[config.mk]
export PLATFORM = sky130hd
export DESIGN_NAME = top
export DESIGN_NICKNAME = d
export VERILOG_FILES = /design/src/hw/cpu_pkg.sv /design/src/hw/alu32.sv /design/src/hw/ir_controller.sv /design/src/hw/pc_tick.sv /design/src/hw/regfile.sv /design/src/hw/rom_loader.sv /design/src/hw/top.sv
export SDC_FILE = /design/constraint.sdc
export NUM_CORES = 2
export LEC_CHECK = 0
export BUFFER_PORTS_ARGS = -buffer_cell sky130_fd_sc_hd__buf_2
export CORE_MARGIN = 3
export CORE_UTILIZATION = 49
export CTS_BUF_LIST = sky130_fd_sc_hd__clkbuf_8
export DETAILED_ROUTE_END_ITERATION = 16
export PLACE_DENSITY = 0.68
export REMOVE_ABC_BUFFERS = 1
export SLEW_MARGIN = 20
export SYNTH_ARGS = -nofsm -noshare
export SYNTH_HDL_FRONTEND = slang
export SYNTH_SLANG_ARGS = --single-unit
[constraint.sdc]
create_clock -name clk -period 10 [get_ports clk]
set_clock_uncertainty 0.1 [all_clocks]
set_input_delay 1 -clock clk [delete_from_list [all_inputs] [get_ports clk]]
set_output_delay 1 -clock clk [all_outputs]
set_load 0.01 [all_outputs]
[src/hw/cpu_pkg.sv]
package cpu_pkg;

  localparam int DATA_W = 32;  // Datapath width
  localparam int REG_AW = 5;   // Register address width

  // ========================================================================
  // Instruction encoding
  // ========================================================================

  // Major opcode, instruction bits 30:25
  typedef enum logic [5:0] {
    OP_LWI  = 6'b000010,
    OP_SWI  = 6'b001010,
    OP_ALU  = 6'b100000,
    OP_MOVI = 6'b100010,
    OP_J    = 6'b100100,
    OP_BEQ  = 6'b100110,  // Bit 14 set gives BNE
    OP_ADDI = 6'b101000,
    OP_ORI  = 6'b101100
  } opcode_e;

  // Sub-opcodes of OP_ALU, instruction bits 4:0
  localparam logic [4:0] FN_ADD  = 5'b00000;
  localparam logic [4:0] FN_SUB  = 5'b00001;
  localparam logic [4:0] FN_AND  = 5'b00010;
  localparam logic [4:0] FN_XOR  = 5'b00011;
  localparam logic [4:0] FN_OR   = 5'b00100;
  localparam logic [4:0] FN_SLLI = 5'b01000;
  localparam logic [4:0] FN_SRLI = 5'b01001;

  typedef enum logic [2:0] {
    ALU_ADD = 3'd0,
    ALU_SUB = 3'd1,
    ALU_AND = 3'd2,
    ALU_OR  = 3'd3,
    ALU_XOR = 3'd4,
    ALU_SLL = 3'd5,
    ALU_SRL = 3'd6
  } alu_op_e;

  // ========================================================================
  // Decoded control, registered at the end of DECODE
  // ========================================================================
  typedef struct packed {
    logic [REG_AW-1:0] rd;
    logic [REG_AW-1:0] rs1;
    logic [REG_AW-1:0] rs2;
    alu_op_e           alu_op;
    logic              use_imm;
    logic [DATA_W-1:0] imm;        // Already extended
    logic              is_load;
    logic              is_store;
    logic              is_branch;
    logic              is_bne;
    logic              is_jump;
    logic              writes_rd;
  } ctrl_t;

endpackage

[src/hw/alu32.sv]
`timescale 1ns/1ns

module alu32 (
  input  cpu_pkg::ctrl_t             ctrl,
  input  logic [cpu_pkg::DATA_W-1:0] read_data1,
  input  logic [cpu_pkg::DATA_W-1:0] read_data2,
  output logic [cpu_pkg::DATA_W-1:0] alu_result,
  output logic                       take
);

  localparam int SH_W = $clog2(cpu_pkg::DATA_W);

  logic [cpu_pkg::DATA_W-1:0] op_a;
  logic [cpu_pkg::DATA_W-1:0] op_b;
  logic                       equal;

  // ========================================================================
  // Operand selection
  // ========================================================================
  assign op_a = read_data1;
  assign op_b = ctrl.use_imm ? ctrl.imm : read_data2;  // Loads and stores add the offset

  // ========================================================================
  // Arithmetic and logic
  // ========================================================================
  always_comb begin
    case (ctrl.alu_op)
      cpu_pkg::ALU_ADD: alu_result = op_a + op_b;
      cpu_pkg::ALU_SUB: alu_result = op_a - op_b;
      cpu_pkg::ALU_AND: alu_result = op_a & op_b;
      cpu_pkg::ALU_OR:  alu_result = op_a | op_b;
      cpu_pkg::ALU_XOR: alu_result = op_a ^ op_b;
      cpu_pkg::ALU_SLL: alu_result = op_a << op_b[SH_W-1:0];
      cpu_pkg::ALU_SRL: alu_result = op_a >> op_b[SH_W-1:0];
      default:          alu_result = op_a;
    endcase
  end

  // ========================================================================
  // Branch condition
  // ========================================================================
  // Compare always uses the register operand, imm holds the PC offset
  assign equal = (read_data1 == read_data2);

  always_comb begin
    take = 1'b0;
    if (ctrl.is_jump) begin
      take = 1'b1;
    end else if (ctrl.is_branch) begin
      take = ctrl.is_bne ? !equal : equal;
    end
  end

endmodule

[src/hw/ir_controller.sv]
`timescale 1ns/1ns

module ir_controller #(
  parameter int IM_AW = 10,
  parameter int INS_W = 32
) (
  input  logic                       clk,
  input  logic                       arst_n,
  input  logic                       load_done,
  input  logic                       eop,
  input  logic [IM_AW-1:0]           pc,
  input  logic [cpu_pkg::DATA_W-1:0] im_rdata,
  input  logic                       take,
  output logic                       im_read,
  output logic                       dm_read,
  output logic                       dm_write,
  output logic                       reg_write,
  output logic                       pc_step,
  output logic                       pc_jump,
  output logic                       run,
  output logic                       done,
  output cpu_pkg::ctrl_t             ctrl,
  output logic [INS_W-1:0]           ins_cnt
);

  typedef enum logic [2:0] {
    S_IDLE, S_FETCH, S_DECODE, S_EXEC, S_MEM, S_WB, S_DONE
  } state_e;

  state_e           state;
  state_e           state_nxt;
  cpu_pkg::ctrl_t   dec;
  cpu_pkg::opcode_e opcode;
  logic             exec_last;

  // ========================================================================
  // Decode, im_rdata is valid during DECODE
  // ========================================================================
  assign opcode = cpu_pkg::opcode_e'(im_rdata[30:25]);

  always_comb begin
    dec     = '0;
    dec.rd  = im_rdata[24:20];
    dec.rs1 = im_rdata[19:15];
    dec.rs2 = im_rdata[14:10];
    case (opcode)
      cpu_pkg::OP_ALU: begin
        dec.writes_rd = 1'b1;
        case (im_rdata[4:0])
          cpu_pkg::FN_ADD: dec.alu_op = cpu_pkg::ALU_ADD;
          cpu_pkg::FN_SUB: dec.alu_op = cpu_pkg::ALU_SUB;
          cpu_pkg::FN_AND: dec.alu_op = cpu_pkg::ALU_AND;
          cpu_pkg::FN_OR:  dec.alu_op = cpu_pkg::ALU_OR;
          cpu_pkg::FN_XOR: dec.alu_op = cpu_pkg::ALU_XOR;
          cpu_pkg::FN_SLLI, cpu_pkg::FN_SRLI: begin
            dec.alu_op  = im_rdata[0] ? cpu_pkg::ALU_SRL : cpu_pkg::ALU_SLL;
            dec.use_imm = 1'b1;
            dec.imm     = {27'b0, im_rdata[14:10]};  // imm5 shift amount
          end
          default: dec.writes_rd = 1'b0;  // Unknown sub-op runs as no-op
        endcase
      end
      cpu_pkg::OP_ADDI, cpu_pkg::OP_LWI: begin
        dec.writes_rd = 1'b1;
        dec.is_load   = (opcode == cpu_pkg::OP_LWI);
        dec.use_imm   = 1'b1;
        dec.imm       = {{17{im_rdata[14]}}, im_rdata[14:0]};
      end
      cpu_pkg::OP_ORI: begin
        dec.writes_rd = 1'b1;
        dec.alu_op    = cpu_pkg::ALU_OR;
        dec.use_imm   = 1'b1;
        dec.imm       = {17'b0, im_rdata[14:0]};
      end
      cpu_pkg::OP_MOVI: begin
        dec.writes_rd = 1'b1;
        dec.rs1       = '0;  // r0 + imm20
        dec.use_imm   = 1'b1;
        dec.imm       = {{12{im_rdata[19]}}, im_rdata[19:0]};
      end
      cpu_pkg::OP_SWI: begin
        dec.is_store = 1'b1;
        dec.rs2      = im_rdata[24:20];  // Store data
        dec.use_imm  = 1'b1;
        dec.imm      = {{17{im_rdata[14]}}, im_rdata[14:0]};
      end
      cpu_pkg::OP_BEQ: begin
        dec.is_branch = 1'b1;
        dec.is_bne    = im_rdata[14];
        dec.rs2       = im_rdata[24:20];
        dec.imm       = {{18{im_rdata[13]}}, im_rdata[13:0]};
      end
      cpu_pkg::OP_J: begin
        dec.is_jump = 1'b1;
        dec.imm     = {{8{im_rdata[23]}}, im_rdata[23:0]};
      end
      default: ;
    endcase
  end

  // ========================================================================
  // Multicycle sequencer
  // ========================================================================
  assign exec_last = !(ctrl.is_load || ctrl.is_store || ctrl.writes_rd);

  always_comb begin
    state_nxt = state;
    im_read   = 1'b0;
    dm_read   = 1'b0;
    dm_write  = 1'b0;
    reg_write = 1'b0;
    pc_step   = 1'b0;
    pc_jump   = 1'b0;
    case (state)
      S_IDLE: if (load_done) state_nxt = S_FETCH;
      S_FETCH: begin
        if (eop) begin
          state_nxt = S_DONE;
        end else begin
          im_read   = 1'b1;
          state_nxt = S_DECODE;
        end
      end
      S_DECODE: state_nxt = S_EXEC;
      S_EXEC: begin
        if (exec_last) begin  // Branches, jumps and no-ops end here
          pc_step   = 1'b1;
          pc_jump   = take;
          state_nxt = S_FETCH;
        end else if (ctrl.is_load || ctrl.is_store) begin
          state_nxt = S_MEM;
        end else begin
          state_nxt = S_WB;
        end
      end
      S_MEM: begin
        dm_read  = ctrl.is_load;
        dm_write = ctrl.is_store;
        if (ctrl.is_store) begin
          pc_step   = 1'b1;
          state_nxt = S_FETCH;
        end else begin
          state_nxt = S_WB;
        end
      end
      S_WB: begin
        reg_write = ctrl.writes_rd;
        pc_step   = 1'b1;
        state_nxt = S_FETCH;
      end
      default: ;  // DONE holds until reset
    endcase
  end

  assign run  = (state != S_IDLE) && (state != S_DONE);
  assign done = (state == S_DONE);

  always_ff @(posedge clk or negedge arst_n) begin
    if (!arst_n) begin
      state   <= S_IDLE;
      ctrl    <= '0;
      ins_cnt <= '0;
    end else begin
      state <= state_nxt;
      if (state == S_DECODE) ctrl <= dec;
      if (pc_step) ins_cnt <= ins_cnt + 1'b1;
    end
  end

  a_dm_excl: assert property (@(posedge clk) disable iff (!arst_n)
    !(dm_read && dm_write));

  // PC in pc_tick moves only on our step pulse
  a_pc_hold: assert property (@(posedge clk) disable iff (!arst_n)
    !pc_step |=> $stable(pc));

endmodule

[src/hw/pc_tick.sv]
`timescale 1ns/1ns

module pc_tick #(
  parameter int IM_AW   = 10,
  parameter int CYCLE_W = 64
) (
  input  logic                       clk,
  input  logic                       arst_n,
  input  logic                       run,
  input  logic                       pc_step,
  input  logic                       pc_jump,
  input  logic [cpu_pkg::DATA_W-1:0] jump_off,
  input  logic [IM_AW-1:0]           prog_len,
  output logic [IM_AW-1:0]           pc,
  output logic                       eop,
  output logic [CYCLE_W-1:0]         cycle_cnt
);

  assign eop = (pc == prog_len);

  always_ff @(posedge clk or negedge arst_n) begin
    if (!arst_n) begin
      pc        <= '0;
      cycle_cnt <= '0;
    end else begin
      if (run) cycle_cnt <= cycle_cnt + 1'b1;
      if (pc_step) begin
        if (pc_jump) begin
          pc <= pc + jump_off[IM_AW-1:0];  // Relative, wraps in IM space
        end else begin
          pc <= pc + 1'b1;
        end
      end
    end
  end

  // The controller must check eop in FETCH before issuing anything
  a_no_step_at_end: assert property (@(posedge clk) disable iff (!arst_n)
    pc_step |-> !eop);

endmodule

[src/hw/regfile.sv]
`timescale 1ns/1ns

module regfile (
  input  logic                       clk,
  input  logic                       arst_n,
  input  logic                       write,
  input  cpu_pkg::ctrl_t             ctrl,
  input  logic [cpu_pkg::DATA_W-1:0] write_data,
  output logic [cpu_pkg::DATA_W-1:0] read_data1,
  output logic [cpu_pkg::DATA_W-1:0] read_data2
);

  localparam int NREG = 2 ** cpu_pkg::REG_AW;

  logic [cpu_pkg::DATA_W-1:0] regs [NREG];

  // r0 is hardwired to zero on both ports
  assign read_data1 = (ctrl.rs1 == '0) ? '0 : regs[ctrl.rs1];
  assign read_data2 = (ctrl.rs2 == '0) ? '0 : regs[ctrl.rs2];

  always_ff @(posedge clk or negedge arst_n) begin
    if (!arst_n) begin
      for (int i = 0; i < NREG; i++) begin
        regs[i] <= '0;
      end
    end else if (write && ctrl.rd != '0) begin
      regs[ctrl.rd] <= write_data;
    end
  end

endmodule

[src/hw/rom_loader.sv]
`timescale 1ns/1ns

module rom_loader #(
  parameter int ROM_AW = 11,
  parameter int IM_AW  = 10
) (
  input  logic                       clk,
  input  logic                       arst_n,
  input  logic                       system_enable,
  input  logic [cpu_pkg::DATA_W-1:0] rom_data,
  output logic                       rom_read,
  output logic [ROM_AW-1:0]          rom_addr,
  output logic                       im_write,
  output logic [IM_AW-1:0]           im_addr,
  output logic [cpu_pkg::DATA_W-1:0] im_wdata,
  output logic                       loading,
  output logic                       load_done,
  output logic [IM_AW-1:0]           prog_len
);

  typedef enum logic [2:0] {S_IDLE, S_LEN, S_COPY, S_FIN, S_HOLD} state_e;

  state_e            state;
  logic [ROM_AW-1:0] rd_addr;
  logic [IM_AW-1:0]  wr_addr;
  logic [IM_AW-1:0]  len_in;

  assign len_in   = rom_data[IM_AW-1:0];  // ROM word 0 arrives in S_LEN
  assign rom_addr = rd_addr;
  assign im_addr  = wr_addr;               // Trails rd_addr by one word
  assign im_wdata = rom_data;

  always_comb begin
    rom_read  = 1'b0;
    im_write  = 1'b0;
    load_done = 1'b0;
    case (state)
      S_IDLE: rom_read = system_enable;
      S_LEN:  rom_read = (len_in != '0);
      S_COPY: begin
        rom_read = (rd_addr <= ROM_AW'(prog_len));
        im_write = 1'b1;
      end
      S_FIN:  load_done = 1'b1;
      default: ;
    endcase
  end

  assign loading = (state == S_IDLE && system_enable) || state == S_LEN ||
                   state == S_COPY || state == S_FIN;

  always_ff @(posedge clk or negedge arst_n) begin
    if (!arst_n) begin
      state    <= S_IDLE;
      rd_addr  <= '0;
      wr_addr  <= '0;
      prog_len <= '0;
    end else begin
      if (rom_read) rd_addr <= rd_addr + 1'b1;
      if (im_write) wr_addr <= wr_addr + 1'b1;
      case (state)
        S_IDLE: if (system_enable) state <= S_LEN;
        S_LEN: begin
          prog_len <= len_in;
          state    <= (len_in == '0) ? S_FIN : S_COPY;
        end
        S_COPY: if (wr_addr == prog_len - 1'b1) state <= S_FIN;
        S_FIN:  state <= S_HOLD;  // No reload until reset
        default: ;
      endcase
    end
  end

  // IM writes stay inside the program image
  a_write_in_load: assert property (@(posedge clk) disable iff (!arst_n)
    im_write |-> loading && (im_addr < prog_len));

endmodule

[src/hw/top.sv]
`timescale 1ns/1ns

module top #(
  parameter int IM_AW   = 10,
  parameter int DM_AW   = 15,
  parameter int ROM_AW  = 11,
  parameter int CYCLE_W = 64,
  parameter int INS_W   = 32
) (
  input  logic                       clk,
  input  logic                       arst_n,
  input  logic                       system_enable,
  output logic                       rom_read,
  output logic [ROM_AW-1:0]          rom_addr,
  input  logic [cpu_pkg::DATA_W-1:0] rom_data,
  output logic                       im_read,
  output logic                       im_write,
  output logic [IM_AW-1:0]           im_addr,
  output logic [cpu_pkg::DATA_W-1:0] im_wdata,
  input  logic [cpu_pkg::DATA_W-1:0] im_rdata,
  output logic                       dm_read,
  output logic                       dm_write,
  output logic [DM_AW-1:0]           dm_addr,
  output logic [cpu_pkg::DATA_W-1:0] dm_wdata,
  input  logic [cpu_pkg::DATA_W-1:0] dm_rdata,
  output logic                       done,
  output logic [CYCLE_W-1:0]         cycle_cnt,
  output logic [INS_W-1:0]           ins_cnt
);

  logic                       loading;
  logic                       load_done;
  logic [IM_AW-1:0]           prog_len;
  logic                       ld_im_write;
  logic [IM_AW-1:0]           ld_im_addr;
  logic [IM_AW-1:0]           pc;
  logic                       eop;
  logic                       ctl_im_read;
  logic                       ctl_run;
  logic                       reg_write;
  logic                       pc_step;
  logic                       pc_jump;
  logic                       take;
  cpu_pkg::ctrl_t             ctrl;
  logic [cpu_pkg::DATA_W-1:0] read_data1;
  logic [cpu_pkg::DATA_W-1:0] read_data2;
  logic [cpu_pkg::DATA_W-1:0] alu_result;
  logic [cpu_pkg::DATA_W-1:0] wb_data;

  // IM port belongs to the loader during the load phase
  assign im_read  = loading ? 1'b0 : ctl_im_read;
  assign im_write = loading ? ld_im_write : 1'b0;
  assign im_addr  = loading ? ld_im_addr : pc;

  assign dm_addr  = alu_result[DM_AW-1:0];
  assign dm_wdata = read_data2;
  assign wb_data  = ctrl.is_load ? dm_rdata : alu_result;

  rom_loader #(.ROM_AW(ROM_AW), .IM_AW(IM_AW)) rom_loader_i (
    .clk(clk), .arst_n(arst_n), .system_enable(system_enable),
    .rom_data(rom_data), .rom_read(rom_read), .rom_addr(rom_addr),
    .im_write(ld_im_write), .im_addr(ld_im_addr), .im_wdata(im_wdata),
    .loading(loading), .load_done(load_done), .prog_len(prog_len));

  pc_tick #(.IM_AW(IM_AW), .CYCLE_W(CYCLE_W)) pc_tick_i (
    .clk(clk), .arst_n(arst_n), .run(ctl_run | loading), .pc_step(pc_step),
    .pc_jump(pc_jump), .jump_off(ctrl.imm), .prog_len(prog_len),
    .pc(pc), .eop(eop), .cycle_cnt(cycle_cnt));

  ir_controller #(.IM_AW(IM_AW), .INS_W(INS_W)) ir_controller_i (
    .clk(clk), .arst_n(arst_n), .load_done(load_done), .eop(eop), .pc(pc),
    .im_rdata(im_rdata), .take(take), .im_read(ctl_im_read),
    .dm_read(dm_read), .dm_write(dm_write), .reg_write(reg_write),
    .pc_step(pc_step), .pc_jump(pc_jump), .run(ctl_run), .done(done),
    .ctrl(ctrl), .ins_cnt(ins_cnt));

  regfile regfile_i (
    .clk(clk), .arst_n(arst_n), .write(reg_write), .ctrl(ctrl),
    .write_data(wb_data), .read_data1(read_data1), .read_data2(read_data2));

  alu32 alu32_i (
    .ctrl(ctrl), .read_data1(read_data1), .read_data2(read_data2),
    .alu_result(alu_result), .take(take));

endmodule

==> results.md <==
- Sequential-to-total area share from yosys stat: 42.0%
- H-tree levels: 4
- Clock Tree Buf Depth: 3
- Final setup violation count: 0
- Total grt overflow: 0
- Tightest Pin Transition: 1.24 ns
- Fin crit period: 9.91 ns
- Warnings from Yosys: 0
- CP bufs+invs: 2
- Non-filler cells, final: 9201
- First-pass GRT wire length: 401000 µm
- Root Buffer: clkbuf_8
- Mapped Cells: 7105
- Hold Path Stages: 3
- Setup Buffers After CTS: 0
- Most frequent cells in the layout: dfrtp_1 (1206), nand2_1 (734), nor2_1 (688), a21oi_1 (663), mux4_2 (433)
- Per-cell routed wire length: 30.0 µm
- R2R setup slack: 0.91 ns
- I/O Buffers: 255
- Largest fanout on the critical path: 30
- Vias in the first global route: 58900
- Worst hold endpoint: ir_controller_i.ctrl[12]
- RSZ-0062 raised after global routing: no
- CTS resizes: 0
- XOR/XNOR share of the synthesized area: 2.78%
- Largest family of logic cells by synthesized area: multiplexers
- Tot GR Track Use: 35.7%
- Predominant post-synthesis flop cell: dfrtp_1
- Initial antenna violation count: 20
- Post-route DRC: 0
- Relative slew slack: 16.9%
- Data arrival, critical path: 8.81 ns
- I/O pins: 301
- GP Congestion: 1.04
- Worst-path clk slew: 0.06 ns
- Slowest cell on crit path: nor2b_2
- Syn_area_per_cell: 10.2 µm²
- Cell Area, Synth: 72400 µm²
- Most frequent CP cell: nor2_1
- CP Data Required Time: 8.90 ns
- Layout area overhead: 9.76%
- Core Box Area: 146000 µm²
- Total die area: 152000 µm²
- Synth cell types: 102
- Detailed Route WL: 276000 µm
- Max Freq: 0.101 GHz
- Via count: 61700
- Width of the die: 390 µm
- Met3 Usage GRT: 11.8%
- DR vias/cell: 6.71
- Hold wc startpoint: im_rdata[6]
- TritonCTS Buffers: 199
- Count of nets after finishing: 7324
- Reg2Reg Depth: 27
- Reg-to-Reg End: regfile_i.regs[596]
- Post-synth EDFFs: 0
- Highest cell delay on the worst timing path: 1.03 ns
- Initial Util: 49.5%
- Filler cell count: 12700
- Final Hold Viols: 0
- CP startpoint kind: flop
- Synth Area in Adders: 2.15%
- TritonCTS clock tree: done
- GRT met2 Usage: 50.8%
- Simple-Gate Fraction of Synth Area: 11.8%
- CP delay by family, top: compound AO/OA/AOI/OAI gates
- Compound-Gate Fraction of Synth Area: 16.8%
- Multiplexer share of the synthesized area: 18.8%
- Setup tns final: 0 ns
- Fraction of registers with async set/reset: 100%
- Sink Count: 1216
- R2R Path Start: ir_controller_i.ctrl[45]
- Layout cells sized above 1: 21.6%
- Leading cell type in the layout, fill and taps excluded: dfrtp_1
- CP endpoint kind: output pin
- DR pass1 iterations: 6
- Largest net degree at the start of global routing: 182
- Hold-fix buffers, CTS: 1
- GR peak layer: met2
- Max-slew violations: 0
- Final ANT Viol Nets: 0
- GRT met1 Usage: 48.2%
- Initial DRC Count: 8332
- Period utilization: 99.1%
- Register bit total from synthesis: 1216
- Max-cap viol count: 0
- Hold crit path type: in -> reg
- Inst Count DP: 8817
- Crit Path Category: reg -> out
- DP HPWL: 183000 µm
- Die Ht: 390 µm
- Skew-Pair Late Insertion Delay: 0.97 ns
- Status: completed
- Std cell rows: 140
==> through the flow <==
stage                     cell area (µm²)  hold WS, ns  worst slack [ns]  util, %
after floorplan                     68800        0.249             -7.94        -
after global placement              75000        0.268              1.35     51.2
after detailed placement            75000        0.263              1.29     51.2
after CTS                           79400        0.114             0.388     54.3
after global routing                79400        0.146            0.0997     54.3
final                               79500        0.185            0.0942     54.3
==> cell usage after synthesis (35+ instances only) <==
| library cell | count | area (µm²) |
|---|---|---|
| and3_1 | 51 | 319 |
| o22ai_1 | 42 | 263 |
| o211ai_1 | 46 | 345 |
| a31oi_1 | 55 | 344 |
| buf_6 | 43 | 484 |
| inv_1 | 111 | 417 |
| o21ai_0 | 265 | 1330 |
| mux4_2 | 433 | 9750 |
| clkbuf_1 | 359 | 1350 |
| ha_1 | 121 | 1510 |
| nand2_1 | 745 | 2800 |
| xnor2_1 | 182 | 1590 |
| o31ai_1 | 46 | 345 |
| nor3_1 | 64 | 320 |
| mux2_2 | 130 | 1460 |
| a211oi_1 | 95 | 713 |
| buf_2 | 161 | 806 |
| a22oi_1 | 108 | 811 |
| nand3_1 | 99 | 495 |
| buf_4 | 73 | 548 |
| nand4_1 | 100 | 626 |
| o22a_1 | 59 | 517 |
| o21ai_1 | 228 | 1140 |
| dfrtp_1 | 1216 | 30400 |
| mux2i_1 | 241 | 2410 |
| nor2_1 | 724 | 2720 |
| a21oi_1 | 666 | 3330 |
| xor2_1 | 48 | 420 |
| a21oi_2 | 39 | 342 |
| a21o_1 | 35 | 263 |
==> worst reg2reg max path, cell delays in order, from the launching register on <==
cell,delay [ns]
dfrtp_2,1.01
nor2b_2,1.08
a22o_1,0.27
a211oi_1,0.08
nor3_1,0.76
a21oi_1,0.20
o21ai_1,0.12
buf_4,0.27
nor2_1,0.09
nand2_1,0.14
nor2_1,0.06
a21oi_1,0.23
nor2_1,0.09
xnor2_1,0.14
ha_1,0.39
and3_1,0.23
and4_1,0.22
a221o_1,0.32
a31o_2,0.25
o21ai_0,0.48
nor2b_1,0.33
o21bai_1,0.12
xor2_1,0.17
a222oi_1,0.69
a31oi_1,0.36
a21oi_2,0.25
buf_4,0.38
a21oi_1,0.14
==> state kept, by name, indices dropped and copies added (netlist names) <==
register	cells
regfile_i.regs	1024
pc_tick_i.cycle_cnt	64
ir_controller_i.ctrl	49
ir_controller_i.ins_cnt	32
rom_loader_i.rom_addr	11
pc_tick_i.pc	10
rom_loader_i.im_addr	10
rom_loader_i.prog_len	10
ir_controller_i.state	3
rom_loader_i.state	3
==> cell families (layout without fill, tap and decap cells) <==
logic type	Yosys count	in the layout
other	0	15
XOR/XNOR	230	230
adder cells (fa/ha/maj)	123	123
buffers and inverters	813	977
multiplexers	805	805
flip-flops	1216	1216
AO/OA/AOI/OAI	1960	1960
AND/OR/NAND/NOR	1958	1958
==> layout make-up <==
| type | instances | area, µm² | share of cell area (%) |
|---|---|---|---|
| timing repair buffer | 475 | 3220 | 4.05 |
| inverter | 134 | 503 | 0.633 |
| clock buffer | 263 | 3620 | 4.55 |
| multi-input combinational | 5076 | 38400 | 48.4 |
| sequential | 1216 | 30500 | 38.3 |
| clock inverter | 105 | 801 | 1.01 |
| antenna | 15 | 37.5 | 0.0472 |
| tap | 1917 | 2400 | 3.02 |
==> routing by layer <==
layer	wire, µm	up-vias
met1	106000	30700
met3	36100	854
met2	117000	4110
li1	-	26000
met5	48	-
met4	16700	8
==> worst max-delay path by stage <==
stage | start | end | depth (start not counted)
6_report | ir_controller_i.ctrl[45] | dm_addr[14] | 25
5_1_grt | ir_controller_i.ctrl[42] | dm_addr[14] | 24
4_1_cts | ir_controller_i.ctrl[45] | dm_addr[14] | 25
3_5_place_dp | ir_controller_i.ctrl[45] | regfile_i.regs[244] | 27
3_3_place_gp | ir_controller_i.ctrl[45] | regfile_i.regs[756] | 27
2_1_floorplan | ir_controller_i.ctrl[42] | regfile_i.regs[733] | 25
Power is left out: the tool's default activity adds up to more than one toggle a clock period on the data nets, which glitch-free logic cannot reach.
